File: src/vga_mode_pkg.sv
// vga 640x480 mode constants
package vga_mode_pkg;

  // horizontal timing in pixel clocks
  localparam int h_visible = 640;
  localparam int h_front   = 16;
  localparam int h_sync    = 96;
  localparam int h_back    = 48;
  localparam int h_total   = h_visible + h_front + h_sync + h_back;

  // vertical timing in lines
  localparam int v_visible = 480;
  localparam int v_front   = 10;
  localparam int v_sync    = 2;
  localparam int v_back    = 33;
  localparam int v_total   = v_visible + v_front + v_sync + v_back;

  // sync low from start up to, not including, end
  localparam int h_sync_start = h_visible + h_front;
  localparam int h_sync_end   = h_sync_start + h_sync;
  localparam int v_sync_start = v_visible + v_front;
  localparam int v_sync_end   = v_sync_start + v_sync;

  // counter widths, 800 and 525 both fit in 10 bits
  typedef logic [9:0] h_count_t;
  typedef logic [9:0] v_count_t;

  // counters to pins: framebuffer read stage plus output register
  localparam int scan_latency = 2;

endpackage

File: src/vga_timing.sv
// vga raster timing generator
module vga_timing (
  input  logic                   pixel_clk,
  input  logic                   rst_n,
  output vga_mode_pkg::h_count_t h_count,
  output vga_mode_pkg::v_count_t v_count,
  output logic                   visible,
  output logic                   hsync,
  output logic                   vsync
);

  logic h_last;
  logic v_last;

  assign h_last = (h_count == vga_mode_pkg::h_count_t'(vga_mode_pkg::h_total - 1));
  assign v_last = (v_count == vga_mode_pkg::v_count_t'(vga_mode_pkg::v_total - 1));

  // free running, no stall
  always_ff @(posedge pixel_clk) begin
    if (!rst_n) begin
      h_count <= '0;
      v_count <= '0;
    end else begin
      if (h_last) begin
        h_count <= '0;
        if (v_last) begin
          v_count <= '0;
        end else begin
          v_count <= v_count + 1'b1;
        end
      end else begin
        h_count <= h_count + 1'b1;
      end
    end
  end

  assign visible = (h_count < vga_mode_pkg::h_count_t'(vga_mode_pkg::h_visible)) &&
                   (v_count < vga_mode_pkg::v_count_t'(vga_mode_pkg::v_visible));

  // active low syncs
  assign hsync = !((h_count >= vga_mode_pkg::h_count_t'(vga_mode_pkg::h_sync_start)) &&
                   (h_count <  vga_mode_pkg::h_count_t'(vga_mode_pkg::h_sync_end)));

  assign vsync = !((v_count >= vga_mode_pkg::v_count_t'(vga_mode_pkg::v_sync_start)) &&
                   (v_count <  vga_mode_pkg::v_count_t'(vga_mode_pkg::v_sync_end)));

endmodule

File: config.mk
export PLATFORM = sky130hd
export DESIGN_NAME = vga_timing
export DESIGN_NICKNAME = d
export VERILOG_FILES = /design/src/vga_mode_pkg.sv /design/src/vga_timing.sv
export SDC_FILE = /design/constraint.sdc
export NUM_CORES = 1
export LEC_CHECK = 0
export BUFFER_PORTS_ARGS = -buffer_cell sky130_fd_sc_hd__buf_2
export CAP_MARGIN = 20
export CORE_ASPECT_RATIO = 1.4
export CORE_MARGIN = 2
export CORE_UTILIZATION = 50
export CTS_CLUSTER_SIZE = 24
export DETAILED_ROUTE_END_ITERATION = 10
export PLACE_DENSITY = 0.75
export SLEW_MARGIN = 20
export SYNTH_ARGS = -nofsm -noshare
export SYNTH_HDL_FRONTEND = slang
export SYNTH_SLANG_ARGS = --single-unit
File: constraint.sdc
create_clock -name pixel_clk -period 4.13 [get_ports pixel_clk]
set_input_delay 0.2065 -clock pixel_clk [delete_from_list [all_inputs] [get_ports pixel_clk]]
set_output_delay 0.2065 -clock pixel_clk [all_outputs]
set_load 0.005 [all_outputs]
==> run_results.csv <==
group,metric,value,unit
floorplan,dieArea,2510,um^2
layout,layout-drive-gt1-share,0.215,
layout,final_common_cell,"buf_2",
grt,grt_max_degree,16,
sta,worst_pin_slew,0.733,ns
floorplan,core-area,1970,um^2
clock_network,cts_tree,"done",
sta,fin_skew,0.00747,ns
floorplan,start_util,0.537,
setup_path,crit_path_end_kind,"output port",
setup_path,crit_type,"reg -> out",
drt,num_vias,982,
sta,finalCritPeriodShare,0.513,
drt,routed_wl,2210,um
logic_synthesis,ys_seq_elements,20,
setup_path,slowest_delay,0.66,ns
power_and_ir_drop,powerDensity,247,nW/um^2
floorplan,fp-row-count,19,
grt,grt_pass1_wl,3820,um
logic_synthesis,syn_avg_cell_area,8.76,um^2
placement,hpwl,1670,um
sta,relSlewSlack,0.505,
setup_path,worst-path-max-fanout,7,
drt,drt-initial-drc-count,20,
grt,gr-total-overflow,0,
logic_synthesis,syn_area,1060,um^2
clock_network,cts_sinks,20,
drt,viasPerCell,5.95,
setup_path,crit_slowest_cell,"or4b_2",
power_and_ir_drop,leakage,0.511,nW
layout,final_cell_mix,"buf_2 (24), dfxtp_1 (20), nand2_1 (10), nor2_1 (10), o21ai_0 (9)",
setup_path,worstSetupStartpointType,"flop",
logic_synthesis,synth_cell_type_count,36,
drt,ant_nets,0,
sta,period_needed,2.12,ns
placement,io_buffer_count,24,
sta,tns,0,ns
setup_path,path_cells,"inv_1 > or4b_2 > or3_1 > buf_2",
placement,dp.cells,162,
drt,first_pass_iters,4,
drt,avgRoutedWirePerCell,13.4,um
clock_network,clkTransAtPathRegs,0.11,ns
setup_path,r2r_cells,5,
sta,max_freq,0.472,GHz
min_path,hp-class,"in -> reg",
setup_path,cp_num_buf_inv,2,
min_path,whs_path_depth,3,
clock_network,cts_resized,0,
layout,fin_cells,165,
power_and_ir_drop,finalPower,0.000297,W
clock_network,clk-insertion-delay-late,0.29,ns
clock_network,cts_buffers,3,
sta,rsz0062_at_grt,"no",
placement,post-place-ws,2.20,ns
floorplan,num_io_pins,25,
layout,diodes,0,
logic_synthesis,syn-num-nets,127,
sta,slew_viol_final,0,
logic_synthesis,synth_cells,121,
grt,antenna_found_initial,0,
run_status,status,"completed",
power_and_ir_drop,ir_drop,0.000105,V
setup_path,crit_cells,4,
clock_network,post_cts_buffers,0,
floorplan,die_width,42.9,um
setup_path,worst_path_dominant_cell_family,"simple AND/OR/NAND/NOR gates",
sta,setup_ws,2.01,ns
clock_network,htree_num_levels,1,
setup_path,worstPathRequired,3.92,ns
sta,setup_viol_count_final,0,
layout,final_nets,152,
clock_network,cts_buffer_depth,2,
grt,grt_pass1_vias,900,
grt,grt_util_all_layers,0.197,
sta,finalHoldViolations,0,
logic_synthesis,ys_seq_area_frac,0.378,
drt,detail_route.drc_violations,0,
setup_path,crit_arrival,1.91,ns
sta,holdWs,0.265,ns
layout,area_delta_synth_final,13.7,%
clock_network,ctsHoldBuffers,0,
logic_synthesis,yosysWarnings,0,
clock_network,cts_root_buffer,"clkbuf_4",
job,maxCapViolCount,0,
floorplan,die_y,58.5,um
placement,gp_congestion,0.876,
-- cell type report --
cell class,instances,area (um^2)
Clock buffer,3,22.5
Fill cell,189,768
Inverter,4,15.0
Multi-Input combinational cell,93,621
Sequential cell,20,400
Tap cell,21,26.3
Timing Repair Buffer,24,120
-- flip-flops by register name (all words and copies together) (netlist names) --
register  cells
v_count      10
h_count      10
-- logic make-up after synthesis --
logic type / Yosys count / synth area share
buffers and inverters: 8 / 0.0366
xor gates and xnor gates: 9 / 0.0744
DFF: 20 / 0.378
AOI/OAI and AO/OA: 21 / 0.122
adders and majority gates: 4 / 0.0472
and+or+nand+nor: 58 / 0.333
muxes: 1 / 0.00945
-- through the flow --
| step | utilization | cell area, um^2 |
|---|---|---|
| 6_report | 0.611 | 1200 |
| 5_1_grt | 0.611 | 1200 |
| 3_3_place_gp | 0.599 | 1180 |
| 2_1_floorplan | - | 1060 |
| 4_1_cts | 0.611 | 1200 |
| 3_5_place_dp | 0.599 | 1180 |
-- worst register-to-register path: cells and delay by family (launching register included) --
kind | cells | cell delay (ns)
and+or+nand+nor | 3 | 1.09
DFF | 1 | 0.42
adders and majority gates | 1 | 0.21
AOI/OAI and AO/OA | 1 | 0.15
-- where the power goes --
group          switching [W]  internal (W)
clock network      0.0000541     0.0000339
logic             0.00000581    0.00000515
registers         0.00000298      0.000195
total              0.0000629      0.000234
-- final timing paths --
path / startpoint / endpoint / slack [ns]
worst min register to register: h_count[0] / h_count[0] / 0.51
worst max register to register: h_count[0] / v_count[7] / 2.20
worst max-delay path: v_count[1] / vsync / 2.01
worst min-delay path: rst_n / v_count[5] / 0.26
-- synth_stat cells --
cell	number	area, um^2
o21ai_0	9	45.0
nor4b_1	1	8.76
a41oi_1	1	8.76
buf_6	1	11.3
or2_2	1	6.26
clkbuf_1	2	7.51
xor2_1	7	61.3
or3b_1	1	8.76
nand2_1	10	37.5
a21oi_1	2	10.0
buf_2	1	5.00
a22oi_1	1	7.51
nor2_1	10	37.5
nor4b_4	1	23.8
mux2i_1	1	10.0
or3_1	2	12.5
xnor2_1	2	17.5
nand3_1	7	35.0
or4b_2	1	10.0
a21boi_1	5	37.5
o22ai_1	1	6.26
nand4b_1	1	8.76
nand3_2	1	10.0
ha_1	4	50.1
nor3b_1	1	7.51
and2_1	4	25.0
or4_1	4	30.0
or4b_1	1	10.0
nand4_1	3	18.8
nor3_1	1	5.00
inv_1	4	15.0
a31oi_1	1	6.26
and4_1	3	26.3
a21boi_0	1	7.51
and3_1	5	31.3
dfxtp_1	20	400
-- routing by layer --
metal | GRT usage | share of wire | up-vias
met1 | 0.239 | 0.42 | 464
met2 | 0.333 | 0.52 | 28
li1 | - | - | 486
met4 | 0.103 | 0.017 | 0
met3 | 0.0276 | 0.046 | 4
met5 | 0 | 0 | -
Note: power is estimated with default switching activity, not from simulation.
