**src/vga_mode_pkg.sv**
```systemverilog
// vga 640x480 mode constants
package vga_mode_pkg;

  // horizontal timing in pixel clocks
  localparam int h_visible = 640;
  localparam int h_front   = 16;
  localparam int h_sync    = 96;
  localparam int h_back    = 48;
  localparam int h_total   = h_visible + h_front + h_sync + h_back;

  // vertical timing in lines
  localparam int v_visible = 480;
  localparam int v_front   = 10;
  localparam int v_sync    = 2;
  localparam int v_back    = 33;
  localparam int v_total   = v_visible + v_front + v_sync + v_back;

  // sync low from start up to, not including, end
  localparam int h_sync_start = h_visible + h_front;
  localparam int h_sync_end   = h_sync_start + h_sync;
  localparam int v_sync_start = v_visible + v_front;
  localparam int v_sync_end   = v_sync_start + v_sync;

  // counter widths, 800 and 525 both fit in 10 bits
  typedef logic [9:0] h_count_t;
  typedef logic [9:0] v_count_t;

  // counters to pins: framebuffer read stage plus output register
  localparam int scan_latency = 2;

endpackage

```
**src/plot_pkg.sv**
```systemverilog
// framebuffer and plotting types
package plot_pkg;

  // striping over two banks by the low pixel address bit
  localparam int num_banks   = 2;
  localparam int pixel_count = 307200;
  localparam int bank_depth  = pixel_count / num_banks;

  // linear pixel index, y * 640 + x
  typedef logic [18:0] pixel_addr_t;
  // index inside one bank, pixel index >> 1
  typedef logic [17:0] bank_addr_t;
  typedef logic bank_sel_t;

  typedef logic [3:0] color_t;

  localparam color_t color_on = 4'hf;

  typedef struct packed {
    logic [3:0] rsvd;
    color_t     red;
    color_t     grn;
    color_t     blu;
  } pixel_t;

  // raw view for clearing, pix view for plotting and scanout
  typedef union packed {
    logic [15:0] raw;
    pixel_t      pix;
  } fb_word_u;

  typedef logic [9:0] adc_sample_t;

  // adc to screen scaling, 1023 maps to 639 and 479
  localparam int x_scale_mul   = 5;
  localparam int x_scale_shift = 3;
  localparam int y_scale_mul   = 15;
  localparam int y_scale_shift = 5;

endpackage

```
**src/vga_scanout.sv**
```systemverilog
// vga output stage
module vga_scanout (
  input  logic               pixel_clk,
  input  logic               rst_n,
  input  logic               visible,
  input  logic               hsync,
  input  logic               vsync,
  input  plot_pkg::fb_word_u rd_word,
  output plot_pkg::color_t   vga_red,
  output plot_pkg::color_t   vga_grn,
  output plot_pkg::color_t   vga_blu,
  output logic               vga_hsync,
  output logic               vga_vsync
);

  logic [vga_mode_pkg::scan_latency-1:0] hsync_pipe;
  logic [vga_mode_pkg::scan_latency-1:0] vsync_pipe;
  logic                                  visible_d;

  always_ff @(posedge pixel_clk) begin
    if (!rst_n) begin
      hsync_pipe <= '1;
      vsync_pipe <= '1;
      visible_d  <= 1'b0;
      vga_red    <= '0;
      vga_grn    <= '0;
      vga_blu    <= '0;
    end else begin
      hsync_pipe <= {hsync_pipe[vga_mode_pkg::scan_latency-2:0], hsync};
      vsync_pipe <= {vsync_pipe[vga_mode_pkg::scan_latency-2:0], vsync};

      // lines up with rd_word, one read cycle behind the counters
      visible_d <= visible;

      // black during blanking
      if (visible_d) begin
        vga_red <= rd_word.pix.red;
        vga_grn <= rd_word.pix.grn;
        vga_blu <= rd_word.pix.blu;
      end else begin
        vga_red <= '0;
        vga_grn <= '0;
        vga_blu <= '0;
      end
    end
  end

  assign vga_hsync = hsync_pipe[vga_mode_pkg::scan_latency-1];
  assign vga_vsync = vsync_pipe[vga_mode_pkg::scan_latency-1];

endmodule

```
**config.mk**
```make
export PLATFORM = sky130hd
export DESIGN_NAME = vga_scanout
export DESIGN_NICKNAME = d
export VERILOG_FILES = /design/src/vga_mode_pkg.sv /design/src/plot_pkg.sv /design/src/vga_scanout.sv
export SDC_FILE = /design/constraint.sdc
export NUM_CORES = 1
export LEC_CHECK = 0
export BUFFER_PORTS_ARGS = -buffer_cell sky130_fd_sc_hd__clkbuf_2
export CAP_MARGIN = 5
export CORE_AREA = 2 2 39 41
export DETAILED_ROUTE_END_ITERATION = 8
export DIE_AREA = 0 0 41 43
export PLACE_DENSITY = 0.8
export SLEW_MARGIN = 20
export SYNTH_ARGS = -nofsm -noshare
export SYNTH_HDL_FRONTEND = slang
export SYNTH_SLANG_ARGS = --single-unit
```
**constraint.sdc**
```tcl
create_clock -name pixel_clk -period 1.4 [get_ports pixel_clk]
set_input_delay 0.28 -clock pixel_clk [delete_from_list [all_inputs] [get_ports pixel_clk]]
set_output_delay 0.28 -clock pixel_clk [all_outputs]
set_load 0.05 [all_outputs]
```
==> results.md, run 1 <==
* Outcome: completed
* Slowest-stage cell, CP: dfxtp_1
* Slew HR at 81.39%
* RSZ-0062 raised after global routing: no
* Post-Syn Area at around 460 um2
* DR pass1 iterations at 1
* Mux share of post-synthesis cell area at 0%
* Sequential area share after synthesis at between 70 and 80%
* CTS H-tree lvls at 1
* Routed len/inst at between 9 and 10 um
* Mean Syn Cell Area at about 13 um2
* Netlist cell types at 6
* Yosys warnings at 0
* Fillers at approximately 150
* Main combinational cell family by area after synthesis: simple AND/OR/NAND/NOR gates
* Post-synthesis compound-gate area fraction at 0%
* Sw frac at around a quarter
* Maximum clock frequency at 872.6 MHz
* Layout Nets at 90
* CP delay by family, top: flip-flops
* Port bufs at 30
* Global-route wire length before repair at between 1 and 1.5 mm
* Area of the multi-input gates at 111.4 um2
* Die area at around 0.0018 mm2
* Row count at 14
* Clock tree buffer depth at 2
* DP Worst Slack at about 0.53 ns
* Worst R2R Setup Slack at between 0.6 and 0.7 ns
* Largest net degree at the start of global routing at 18
* Vias in the first global route at ~370
* Clock power frac at between 20 and 30%
* Antenna Cells at 0
* Startpoint class of the critical path: flop
* Clock slew at reported path FFs at about 0.090 ns
* Sequential Power Share at about 60%
* DP Cell Count at 80
* CP max stage delay at ~0.32 ns
* Total power at approximately 840 uW
* Resized cells post-CTS at 0
* TNS Setup at 0 ns
* Routed Antenna Nets at 0
* Fin crit period at around 1.1 ns
* Area of the core at 0.001384 mm2
* Hold buffers post-CTS at 0
* Root buf cell: clkbuf_4
* DRC at 0
* CP Data Required Time at roughly 1.1 ns
* Post-Synth XOR/XNOR Area at 0%
* Final WL at about 820 um
* Total CTS buffers at 3
* Gr usage total at 11.32%
* Final hold slack at 0.1732 ns
* NetSw at roughly 200 uW
* Logic gate share of total power at around a tenth
* Critical path fanouts, max at 1
* Post-CTS setup buffers at 0
* Die X at ~40 um
* Layout cell share with drive strength beyond 1 at 48.53%
* Worst-skew pair later-pin latency at approximately 0.28 ns
* VDD IR-drop max at 0.4238 mV
* Leakage power total at between 0.0003 and 0.0004 uW
* Placer congestion estimate at 0.5501
* Vias per cell at 4.274
* Setup ws final at between 0.2 and 0.3 ns
* CP Buf/Inv Count at 1
* Top Ports at 35
* CP cell instances: clkbuf_2
* Post-Synth Adder-Cell Area at 0%
* Final hold vios at 0
* Layout overhead on the synthesized area at 39.62%
* DIE HEIGHT at 43 um
* Syn_nets at between 50 and 60
* CTS tree: yes
* DRT iter0 DRCs at 0
* Yosys reg bits at 17
* Clk sinks at 17
* Starting Density at about a third
* # setup viols final at 0
* Least-Margin Pin Slew at between 0.2 and 0.3 ns
* Period utilisation layout at 81.85%
* Worst setup EP type: output port
* Synth Area in Simple Gates at around a quarter
* Non-filler cells, final at between 80 and 90
* Fin. max-slew vios at 0
* Worst endpoint data arrival time at just under 0.9 ns
* Internal power at roughly 640 uW
* Initial antenna violation count at 0
* Reg area at 340.3 um2
* Power per Cell Area at 1294 mW/mm2
* GRT Residual Overflow at 0
* Max-Cap Viols at 0
* Hold Crit Class: in2reg
* Skew final at around 0.0016 ns
* Crit path kind: reg2out
* Synthesized instance count at 36
* Via count at about 360
-- cell usage in the layout (no fill, tap or decap) --
cell type,n
and2_1,1
and3_1,12
clkbuf_1,1
clkbuf_2,30
clkbuf_4,3
dfxtp_1,17
or2b_1,4
-- logic make-up after synthesis --
family	Yosys count
DFF	17
buffers and inverters	2
and+or+nand+nor	17
-- layout make-up --
| cell class | count | area share, % |
|---|---|---|
| clock buffer | 4 | 4.054 |
| sequential | 17 | 52.51 |
| tap | 16 | 3.089 |
| timing repair buffer | 30 | 23.17 |
| multi-input combinational | 17 | 17.18 |
-- worst paths after layout --
check	from	end	cells past startpoint
max	vsync_pipe[1]$_SDFF_PN1_	vga_vsync	1
min	hsync	hsync_pipe[0]$_SDFF_PN1_	2
max reg2reg	visible_d$_SDFF_PN0_	vga_grn[0]$_SDFF_PN0_	1
min reg2reg	hsync_pipe[0]$_SDFF_PN1_	hsync_pipe[1]$_SDFF_PN1_	1
-- metrics by stage --
stage	area (um2)	util (%)
floorplan	464.2	-
global placement	621.8	44.94
detailed placement	621.8	44.94
CTS	648.1	46.84
global route	648.1	46.84
finish	648.1	46.84
-- sequential cells by signal, indices dropped and copies added, names as in the netlist --
signal,count
vga_red,4
vga_blu,4
vsync_pipe,2
vga_grn,4
hsync_pipe,2
visible_d,1
-- routing by layer --
layer	track usage, %	share of wire [%]	up-vias
met4	8.000	0	0
met2	20.31	57	15
met3	3.665	7.2	0
li1	-	-	182
met1	9.211	36	162
met5	0	0	-
-- Yosys cell counts --
cell	number	area share [%]
dfxtp_1	17	73
buf_4	1	1.6
and3_1	12	16
buf_2	1	1.1
or2b_1	4	6.5
and2_1	1	1.3
-- power groups by stage --
| stage | Combinational, uW | Clock, uW | Sequential (uW) |
|---|---|---|---|
| final | 87.5 | 246 | 506 |
| after global routing | 94.2 | 278 | 508 |
| after CTS | 88.5 | 259 | 506 |
| after detailed placement | 88.3 | 0 | 518 |
| after global placement | 86.6 | 0 | 517 |
| after floorplan | 16.9 | 0 | 555 |
(Power assumes the default switching activity.)
==> inputs of run 2 (changes only) <==
- clock period: 1.4 -> 1.1 ns (I/O delays scaled with it)
==> run 2 against run 1 <==
  * Final cell count stayed put
  * Sequential share of layout area fell by 1.8 points
  * Total power rose by 28%
  * Routed wire length down 1.7%
  * Worst hold slack lost 0.062 ns
  * Clock-buffer cell count unchanged
  * Worst setup slack got worse by 0.22 ns
  * Sequential cell count stayed put
  * Die area is the same
  * Critical path depth is the same
  * Critical path type unchanged
  * Critical endpoint is now vga_grn[1]
  * Highest routed layer unchanged
==> results.md, run 2 (synthesis results as in run 1) <==
* Layout cell share with drive strength beyond 1 at about half
* Vias per cell at ~4.4
* CTS tree: yes
* Crit path from: vga_grn[1]$_SDFF_PN0_
* Fillers at 142
* Clk sinks at 17
* CP max stage delay at between 0.3 and 0.4 ns
* Commonest non-fill, non-tap cell in the layout: dfxtp_1
* Final hold slack at roughly 0.11 ns
* Fin area at around 670 um2
* Port bufs at 30
* CP cell instances: buf_2
* Vias in the first global route at approximately 340
* DR pass1 iterations at 4
* Layout overhead on the synthesized area at 44.47%
* DRT iter0 DRCs at 2
* Clock power frac at just under 30%
* CP Data Required Time at 0.88 ns
* Outcome: completed
* Total CTS buffers at 3
* DRC at 0
* Post-CTS setup buffers at 0
* Worst-skew pair later-pin latency at approximately 0.28 ns
* Starting Density at roughly 34%
* Sw frac at a little under a quarter
* Routed Antenna Nets at 0
* DP Worst Slack at 0.2812 ns
* Die area at around 0.0018 mm2
* RSZ-0062 raised after global routing: no
* Worst r2r src: visible_d$_SDFF_PN0_
* Top Ports at 35
* Hold Crit Class: in2reg
* Internal power at around 800 uW
* Skew final at approximately 0.0011 ns
* Worst endpoint data arrival time at roughly 0.84 ns
* Non-filler cells, final at 84
* DP Cell Count at 80
* Startpoint class of the critical path: flop
* CP delay by family, top: flip-flops
* Layout Nets at 90
* Placer congestion estimate at 0.5498
* Initial antenna violation count at 0
* # setup viols final at 0
* Slew HR at slightly above 80%
* Max-Cap Viols at 0
* Least-Margin Pin Slew at 0.2680 ns
* Area of the multi-input gates at 111.4 um2
* Routed len/inst at 9.595 um
* Root buf cell: clkbuf_4
* Slowest-stage cell, CP: dfxtp_1
* Maximum clock frequency at 941.9 MHz
* GRT Residual Overflow at 0
* Final WL at ~800 um
* Die X at around 40 um
* Hold path startpoint: vsync
* Via count at roughly 370
* VDD IR-drop max at between 0.5 and 0.6 mV
* Critical path fanouts, max at 1
* Clock slew at reported path FFs at approximately 0.090 ns
* Antenna Cells at 0
* Largest net degree at the start of global routing at 18
* Clock tree buffer depth at 2
* Setup ws final at roughly 0.038 ns
* Global-route wire length before repair at approximately 1.2 mm
* Reg area at around 340 um2
* Crit path kind: reg2out
* Leakage power total at ~0.00037 uW
* Hold buffers post-CTS at 0
* Area of the core at approximately 0.0014 mm2
* NetSw at around 250 uW
* Worst setup EP type: output port
* Period utilisation layout at around 97%
* Sequential Power Share at between 60% and 70%
* Power per Cell Area at about 1600 mW/mm2
* Logic gate share of total power at 10.8%
* Fin crit period at 1.062 ns
* Most frequent cells in the layout: dfxtp_1 (17), clkbuf_2 (16), and3_1 (12), clkbuf_4 (12), buf_2 (5)
* Gr usage total at approximately a tenth
* CTS H-tree lvls at 1
* Fin. max-slew vios at 0
* DIE HEIGHT at around 43 um
* Row count at 14
* DP Area at ~620 um2
* Final hold vios at 0
* CP Buf/Inv Count at 1
* Biggest regs: vga_blu (4), vga_grn (4), vga_red (4)
* TNS Setup at 0 ns
==> run 2: worst paths after layout <==
| path | cells after the start | slack [ns] | endpoint |
|---|---|---|---|
| hold reg to reg | 1 | 0.42 | vsync_pipe[1]$_SDFF_PN1_ |
| setup reg to reg | 1 | 0.37 | vga_blu[2]$_SDFF_PN0_ |
| hold / removal | 2 | 0.11 | vsync_pipe[0]$_SDFF_PN1_ |
| setup / recovery | 1 | 0.04 | vga_grn[1] |
==> run 2: cell type report <==
cell class                 instances  area share (%)
timing repair buffer              30           25.75
clock buffer                       4           3.918
tap                               16           2.985
sequential                        17           50.75
multi-input combinational         17           16.60
==> run 2: repair_timing <==
action | in CTS | in global routing
gates cloned | 0 | 0
endpoints found under the setup margin | 2 | 12
pin swaps | 0 | 0
resized for setup | 2 | 19
==> run 2: power groups by stage <==
stage	registers (uW)	logic, uW	clock network [uW]
after CTS	644	114	329
after global placement	658	110	0
final	644	115	314
after global routing	647	125	355
after detailed placement	659	112	0
after floorplan	707	21.6	0
==> run 2: routing by layer <==
| layer | GRT usage [%] | share of wire [%] | vias up |
|---|---|---|---|
| met5 | 0 | 0 | - |
| met1 | 10.93 | 38 | 169 |
| met4 | 6.000 | 0 | 0 |
| li1 | - | - | 183 |
| met3 | 3.141 | 5.6 | 0 |
| met2 | 17.81 | 56 | 15 |
==> run 2: stage by stage <==
stage	total power, uW	utilization, %
2_1_floorplan	728.3	-
3_3_place_gp	767.9	44.94
3_5_place_dp	771.1	44.94
4_1_cts	1087	47.20
5_1_grt	1126	48.46
6_report	1073	48.46
