File: src/vga_mode_pkg.sv
// vga 640x480 mode constants
package vga_mode_pkg;

  // horizontal timing in pixel clocks
  localparam int h_visible = 640;
  localparam int h_front   = 16;
  localparam int h_sync    = 96;
  localparam int h_back    = 48;
  localparam int h_total   = h_visible + h_front + h_sync + h_back;

  // vertical timing in lines
  localparam int v_visible = 480;
  localparam int v_front   = 10;
  localparam int v_sync    = 2;
  localparam int v_back    = 33;
  localparam int v_total   = v_visible + v_front + v_sync + v_back;

  // sync low from start up to, not including, end
  localparam int h_sync_start = h_visible + h_front;
  localparam int h_sync_end   = h_sync_start + h_sync;
  localparam int v_sync_start = v_visible + v_front;
  localparam int v_sync_end   = v_sync_start + v_sync;

  // counter widths, 800 and 525 both fit in 10 bits
  typedef logic [9:0] h_count_t;
  typedef logic [9:0] v_count_t;

  // counters to pins: framebuffer read stage plus output register
  localparam int scan_latency = 2;

endpackage

File: src/plot_pkg.sv
// framebuffer and plotting types
package plot_pkg;

  // striping over two banks by the low pixel address bit
  localparam int num_banks   = 2;
  localparam int pixel_count = 307200;
  localparam int bank_depth  = pixel_count / num_banks;

  // linear pixel index, y * 640 + x
  typedef logic [18:0] pixel_addr_t;
  // index inside one bank, pixel index >> 1
  typedef logic [17:0] bank_addr_t;
  typedef logic bank_sel_t;

  typedef logic [3:0] color_t;

  localparam color_t color_on = 4'hf;

  typedef struct packed {
    logic [3:0] rsvd;
    color_t     red;
    color_t     grn;
    color_t     blu;
  } pixel_t;

  // raw view for clearing, pix view for plotting and scanout
  typedef union packed {
    logic [15:0] raw;
    pixel_t      pix;
  } fb_word_u;

  typedef logic [9:0] adc_sample_t;

  // adc to screen scaling, 1023 maps to 639 and 479
  localparam int x_scale_mul   = 5;
  localparam int x_scale_shift = 3;
  localparam int y_scale_mul   = 15;
  localparam int y_scale_shift = 5;

endpackage

File: src/adc_sampler.sv
// adc sample plotter and frame clear
module adc_sampler (
  input  logic                  pixel_clk,
  input  logic                  rst_n,
  input  plot_pkg::adc_sample_t adc_x,
  input  plot_pkg::adc_sample_t adc_y,
  input  logic                  adc_red,
  input  logic                  adc_grn,
  input  logic                  adc_blu,
  input  logic                  adc_strobe,
  input  logic                  clear,
  output logic                  busy,
  output logic                  wb_cyc,
  output logic                  wb_stb,
  output logic                  wb_we,
  output plot_pkg::pixel_addr_t wb_adr,
  output plot_pkg::fb_word_u    wb_dat,
  input  logic                  wb_ack
);

  logic [12:0]            x_prod;
  logic [13:0]            y_prod;
  vga_mode_pkg::h_count_t x_scr;
  vga_mode_pkg::v_count_t y_scr;
  plot_pkg::pixel_addr_t  plot_adr;
  plot_pkg::pixel_t       plot_pix;
  logic                   sweep;
  logic                   last_adr;

  // scale to screen, products sized to hold 1023 * mul
  assign x_prod = 13'(adc_x) * 13'(plot_pkg::x_scale_mul);
  assign y_prod = 14'(adc_y) * 14'(plot_pkg::y_scale_mul);
  assign x_scr  = vga_mode_pkg::h_count_t'(x_prod >> plot_pkg::x_scale_shift);
  assign y_scr  = vga_mode_pkg::v_count_t'(y_prod >> plot_pkg::y_scale_shift);

  assign plot_adr = plot_pkg::pixel_addr_t'(y_scr) *
                    plot_pkg::pixel_addr_t'(vga_mode_pkg::h_visible) +
                    plot_pkg::pixel_addr_t'(x_scr);

  // each colour bit becomes full scale or off
  always_comb begin
    plot_pix.rsvd = '0;
    plot_pix.red  = adc_red ? plot_pkg::color_on : '0;
    plot_pix.grn  = adc_grn ? plot_pkg::color_on : '0;
    plot_pix.blu  = adc_blu ? plot_pkg::color_on : '0;
  end

  assign last_adr = (wb_adr == plot_pkg::pixel_addr_t'(plot_pkg::pixel_count - 1));
  assign wb_we    = 1'b1;

  always_ff @(posedge pixel_clk) begin
    if (!rst_n) begin
      busy   <= 1'b0;
      sweep  <= 1'b0;
      wb_cyc <= 1'b0;
      wb_stb <= 1'b0;
    end else if (!busy) begin
      // clear wins over a strobe in the same cycle
      if (clear) begin
        busy       <= 1'b1;
        sweep      <= 1'b1;
        wb_cyc     <= 1'b1;
        wb_stb     <= 1'b1;
        wb_adr     <= '0;
        wb_dat.raw <= '0;
      end else if (adc_strobe) begin
        busy       <= 1'b1;
        sweep      <= 1'b0;
        wb_cyc     <= 1'b1;
        wb_stb     <= 1'b1;
        wb_adr     <= plot_adr;
        wb_dat.pix <= plot_pix;
      end
    end else if (wb_stb) begin
      if (wb_ack) begin
        wb_cyc <= 1'b0;
        wb_stb <= 1'b0;
        if (!sweep || last_adr) begin
          busy  <= 1'b0;
          sweep <= 1'b0;
        end else begin
          wb_adr <= wb_adr + 1'b1;
        end
      end
    end else begin
      // gap cycle between sweep writes
      wb_cyc <= 1'b1;
      wb_stb <= 1'b1;
    end
  end

endmodule

File: config.mk
export PLATFORM = sky130hd
export DESIGN_NAME = adc_sampler
export DESIGN_NICKNAME = d
export VERILOG_FILES = /design/src/vga_mode_pkg.sv /design/src/plot_pkg.sv /design/src/adc_sampler.sv
export SDC_FILE = /design/constraint.sdc
export NUM_CORES = 1
export LEC_CHECK = 0
export ABC_CLOCK_PERIOD_IN_PS = 8000
export BUFFER_PORTS_ARGS = -buffer_cell sky130_fd_sc_hd__buf_2
export CORE_ASPECT_RATIO = 1.4
export CORE_MARGIN = 4
export CORE_UTILIZATION = 45
export CTS_BUF_LIST = sky130_fd_sc_hd__clkbuf_8
export DETAILED_ROUTE_END_ITERATION = 12
export PLACE_DENSITY = 0.69
export SLEW_MARGIN = 20
export SYNTH_ARGS = -nofsm -noshare
export SYNTH_HDL_FRONTEND = slang
export SYNTH_SLANG_ARGS = --single-unit
export TNS_END_PERCENT = 1
File: constraint.sdc
create_clock -name pixel_clk -period 8 [get_ports pixel_clk]
set_input_delay 2 -clock pixel_clk [delete_from_list [all_inputs] [get_ports pixel_clk]]
set_output_delay 2 -clock pixel_clk [all_outputs]
set_load 0.01 [all_outputs]
==> out/results.ini, run 1 <==
[synth]
synth_mux_area_frac=0.00273
synth.distinct_cells=54
syn_inst=407
synthAdderAreaFrac=0.258
ys_ff_latch=26
synth_ff_type=edfxtp_1
synth_top_family_by_area=adder cells
syn_avg_cell_area_sq_um=9.00
synth_compound_area_frac=0.168
ys_async_sr_fraction=0
yosys.area_share.xor_xnor=0.119
synth-simple-area-share=0.159
synthesis.area_sq_um=3660
ys_warn_count=0
synth_edf_count=22
synth-seq-area-share=0.202

[min_path]
hold_path.class=reg2reg
hold_depth=2
hold_start=sweep
hold_end=sweep

[pwr]
p_switching_uw=826
p_per_area_nw_per_um2=409
p_clk_frac=0.046
swShare=0.507
p_comb_frac=0.818
power_frac_seq=0.137
p_total_uw=1630
p_leak_uw=0.00189
p_int_uw=803
ir_worst_vdd_uv=221

[global_route]
grt_pass1_vias=2912
antenna_found_initial=0
grtUsageTotal=0.153
grt_pass1_wl_um=12600
grt_overflow=0
grt_max_degree=31

[floorplan]
start_util=0.467
core.rowCount=38
coreArea_sq_um=7850
ioPinCount=67
die-area_sq_um=9660
die_w_um=84.2
die_h_um=115

[drt]
via_per_inst=5.19
first_pass_iters=4
vias=2867
post_drt_wl_per_cell_um=12.5
drc_errors=0
final_antenna_net_count=0
drt-initial-drc-count=73
wl_um=6920

[clocking]
clockBufferDepth=2
cts_hold_buf=0
worstSkewPairLatency_ps=270
root_buffer=clkbuf_8
cts_tree=yes
htreeDepth=1
path_clk_slew_ps=90
cts.sinks=26
numCtsBuffers=3
ctsResizeCount=0
post_cts_buffers=0

[worst_setup_path]
r2r-end=wb_adr[15]
rrSetupSlack_ps=5900
reg2reg_from=wb_adr[3]
crit_family=adder cells
cp-start-kind=primary input
cp-end-kind=flop
r2r_cells=7
crit_chain=buf_2 > inv_1 > fa_1 > fa_1 > inv_1 > ha_1 > a211oi_1 > o21ai_1 > nand2_1 > xor2_1 > inv_1 > ha_1 > ha_1 > fa_1 > a21o_1 > a211oi_2 > nor2_1 > nand3_1 > nor2_1 > a2111oi_0 > o31ai_1
worstSetupPathType=in2reg
slowest_delay_ps=510
required_ps=8020
arrival_ps=6960
crit_fanout=4
critPathSlowestCell=fa_1
crit_start=adc_y[3]
path_depth=21
critical_path_buf_inv_count=4

[finish]
stdcell_count=552
final_layout_size_suffix_gt1_frac=0.177
layout-area-overhead-vs-synth_pct=8.82
final_common_cell=buf_2
fin_util=0.508
layout_common_cells=buf_2 (61), ha_1 (45), inv_1 (41), nand2_1 (34), xnor2_1 (28)
antennaDiodeCount=0
finalNetCount=545

[outcome]
status=finished clean

[timing]
finalCriticalPeriod_ps=6940
period_share=0.868
hold_viol_final=0
fin_worst_skew_ps=1.95
finalSetupTns_ps=0
rsz0062_at_grt=false
slew_headroom=0.683
maxSlewViolCount=0
fmax_mhz=144
setup_viol=0
worstMarginPinSlew_ps=463

[run]
cap_violations=0

[place]
dpl.hpwl_um=5920
port_buffers=61
dp.cells=548
place.gp.congestion=0.813

-- layout make-up --
class	instances	area [sq um]
clock inverters	1	3.75
repair buffers	63	320
fillers	768	3860
flip-flops and latches	26	741
clock buffers	3	41.3
multi-input cells	319	2600
inverters	40	150
well taps	100	125
-- worst min-delay path: cells and delay by family (launching register included) --
family / cells / cell delay [ps]
simple gates: 1 / 50
flops: 1 / 320
compound gates: 1 / 60
-- layer usage --
metal	wire, um	GRT usage
met2	3750	0.296
met1	2840	0.182
met5	0	0
met4	37	0.0300
met3	286	0.0151
-- synthesized netlist by cell type, types with 2 or more instances --
cell      count  area share
clkbuf_2      2      0.0027
dfxtp_1       4       0.022
nor3_1        2      0.0027
and3_1        8       0.014
buf_1         2      0.0021
nand2_1      34       0.035
nand4_1       4      0.0068
clkbuf_1      3      0.0031
nor2b_1      10       0.017
nand3_1       9       0.012
o21bai_1      2      0.0041
a21o_1       10       0.021
conb_1        2      0.0021
xor2_2        2      0.0089
nor2_1       27       0.028
edfxtp_1     22        0.18
nand2b_1      7       0.012
inv_1        40       0.041
a31oi_1       6       0.010
xnor2_1      28       0.067
buf_6         4       0.012
ha_1         45        0.15
o311a_1       2      0.0055
a211oi_1      3      0.0062
xor2_1       18       0.043
o31ai_1       4      0.0082
buf_4        14       0.029
o22ai_1       2      0.0034
a211o_1       2      0.0048
fa_1         19        0.10
nor4b_1       2      0.0048
o21ai_1       5      0.0068
a211oi_2      3       0.010
o21a_1        4      0.0082
or2_2         3      0.0051
a21oi_1      12       0.016
o21ai_0      20       0.027
a22o_1        5       0.012
-- how the worst max path moves through the flow --
stage,slack (ps),to
finish,1060,wb_adr[18]
global route,550,wb_adr[18]
floorplan,1270,wb_adr[17]
CTS,1010,wb_adr[18]
global placement,910,wb_adr[17]
detailed placement,720,wb_adr[18]
-- per-stage QoR --
step                area, sq um  hold WS, ps  worst slack (ps)
global placement           3940          456               910
finish                     3980          465              1060
floorplan                  3670          431              1270
detailed placement         3940          456               715
global route               3980          530               548
CTS                        3980          468              1010
-- sequential cells by signal, indices dropped and copies added (netlist names) --
name,cells
wb_stb,1
wb_cyc,1
wb_adr,19
busy,1
wb_dat,3
sweep,1
-- power by group through the flow --
stage | combinational, uW | sequential (uW) | clock, uW
2_1_floorplan | 1110 | 232 | 0
3_3_place_gp | 1310 | 225 | 0
3_5_place_dp | 1330 | 226 | 0
4_1_cts | 1340 | 223 | 75.6
5_1_grt | 1520 | 227 | 82.2
6_report | 1330 | 222 | 74.5
-- logic make-up (layout without fill, tap and decap cells) --
| group | Yosys count | after routing |
|---|---|---|
| flops | 26 | 26 |
| mux | 1 | 1 |
| xor+xnor | 48 | 48 |
| compound gates | 87 | 87 |
| simple gates | 114 | 114 |
| fa+ha+maj | 64 | 64 |
| other cells | 2 | 5 |
| buf+inv | 65 | 107 |
No activity file was read; power rests on OpenSTA's default activity.
==> run 2: changes to the inputs <==
- CORE_UTILIZATION: 45 -> 59
- PLACE_DENSITY: 0.69 -> 0.86
==> out/results.ini, run 2 (synthesis results as in run 1) <==
[clocking]
cts_hold_buf=0
htreeDepth=1
ctsResizeCount=0
path_clk_slew_ps=90
cts_tree=yes
worstSkewPairLatency_ps=270
post_cts_buffers=0
numCtsBuffers=3
cts.sinks=26
root_buffer=clkbuf_8
clockBufferDepth=2

[drt]
drc_errors=0
drt-initial-drc-count=124
wl_met1_um=2810
final_antenna_net_count=0
highest_layer=met4
route.met2.wl_um=3990
vias=2947
first_pass_iters=4
wl_um=7280
via_per_inst=5.66
post_drt_wl_per_cell_um=14.0
wl_met3_um=384

[worst_setup_path]
crit_path_end=wb_adr[17]
cp-end-kind=flop
crit_start=adc_y[3]
crit_fanout=4
r2r_cells=6
required_ps=8030
reg2reg_from=busy
rrSetupSlack_ps=5840
cp-start-kind=primary input
arrival_ps=7000
worstSetupPathType=in2reg
r2r-end=wb_adr[10]

[pwr]
p_leak_uw=0.00188
ir_worst_vdd_uv=302
p_comb_frac=0.813
p_int_uw=802
p_switching_uw=834
p_per_area_nw_per_um2=416
power_frac_seq=0.140
swShare=0.510
p_clk_frac=0.046

[global_route]
antenna_found_initial=0
grt_max_degree=31
grt_overflow=0
grt_pass1_vias=3050
grtUsageTotal=0.206
grt_pass1_wl_um=12800

[finish]
stdcell_area_sq_um=3940
final_common_cell=buf_2
regMostFlops=wb_adr
final_layout_size_suffix_gt1_frac=0.175
antennaDiodeCount=0
largest_reg_flops=19
finalNetCount=544
reg_top3=wb_adr (19), wb_dat (3)
layout-area-overhead-vs-synth_pct=7.59
layout_common_cells=buf_2 (61), ha_1 (45), inv_1 (40), nand2_1 (34), xnor2_1 (28)

[floorplan]
die_w_um=74.6
core.rowCount=33
die_h_um=101
die-area_sq_um=7550
start_util=0.616
ioPinCount=67
coreArea_sq_um=5950

[run]
cap_violations=0

[timing]
worstMarginPinSlew_ps=1010
slew_headroom=0.326
fmax_mhz=143
hold_viol_final=0
finalSetupTns_ps=0
period_share=0.871
rsz0062_at_grt=false
maxSlewViolCount=0
fin_worst_skew_ps=3.43
setup_viol=0
finalCriticalPeriod_ps=6970

[place]
place.gp.congestion=0.872
dpl_cell_area_sq_um=3890
port_buffers=61
dpl.hpwl_um=6110

[outcome]
status=finished clean

[min_path]
hold_start=sweep
hold_path.class=reg2reg

## run 2: changes by cell type in the layout (fill, tap and decap cells not counted), sizes merged
cell	before	now
inv	41	40
buf	63	62
clkinv	0	1
## run 2: area by class of cell
class                           count  area [sq um]
Multi-Input combinational cell    319          2600
Fill cell                         470          2010
Sequential cell                    26           741
Timing Repair Buffer               62           313
Inverter                           40           150
Tap cell                           70          87.6
Clock buffer                        3          41.3
Clock inverter                      1          3.75
## run 2: critical path, stage by stage
cell and delay (ps):
buf_2 90, inv_1 190, fa_1 490, fa_1 520, inv_1 40, ha_1 220
a211oi_1 300, o21ai_1 200, nand2_1 130, xor2_1 260, inv_1 80, ha_1 300
ha_1 260, fa_1 470, a21o_1 230, a221oi_2 380, or2_2 170, a31oi_1 90
a211oi_2 250, xnor2_1 90, a22o_1 250
## run 2: how the worst min path moves through the flow
| stage | to | slack, ps | cells after the start |
|---|---|---|---|
| detailed placement | sweep | 520 | 2 |
| global placement | sweep | 450 | 2 |
| finish | sweep | 540 | 2 |
| floorplan | sweep | 430 | 2 |
| CTS | sweep | 530 | 2 |
| global route | sweep | 550 | 2 |
## run 2: per-layer routing
layer | track usage | vias up
li1 | - | 1475
met1 | 0.227 | 1391
met2 | 0.404 | 72
met3 | 0.0149 | 9
met4 | 0.0644 | 0
met5 | 0 | -
## run 2: metrics by stage
step           power [uW]   util  hold slack, ps  worst slack [ps]  instances
2_1_floorplan        1340      -             431              1270        410
5_1_grt              1810  0.662             551               672        521
4_1_cts              1640  0.662             530               997        521
3_3_place_gp         1510  0.655             453               941        517
6_report             1640  0.662             540              1030        521
3_5_place_dp         1560  0.655             517               697        517
## run 2: power groups by stage
| stage | logic (uW) | clock network [uW] | registers, uW |
|---|---|---|---|
| after CTS | 1340 | 76.6 | 229 |
| after detailed placement | 1330 | 0 | 231 |
| after floorplan | 1110 | 0 | 232 |
| after global routing | 1490 | 82.3 | 234 |
| final | 1330 | 75.9 | 230 |
| after global placement | 1280 | 0 | 231 |
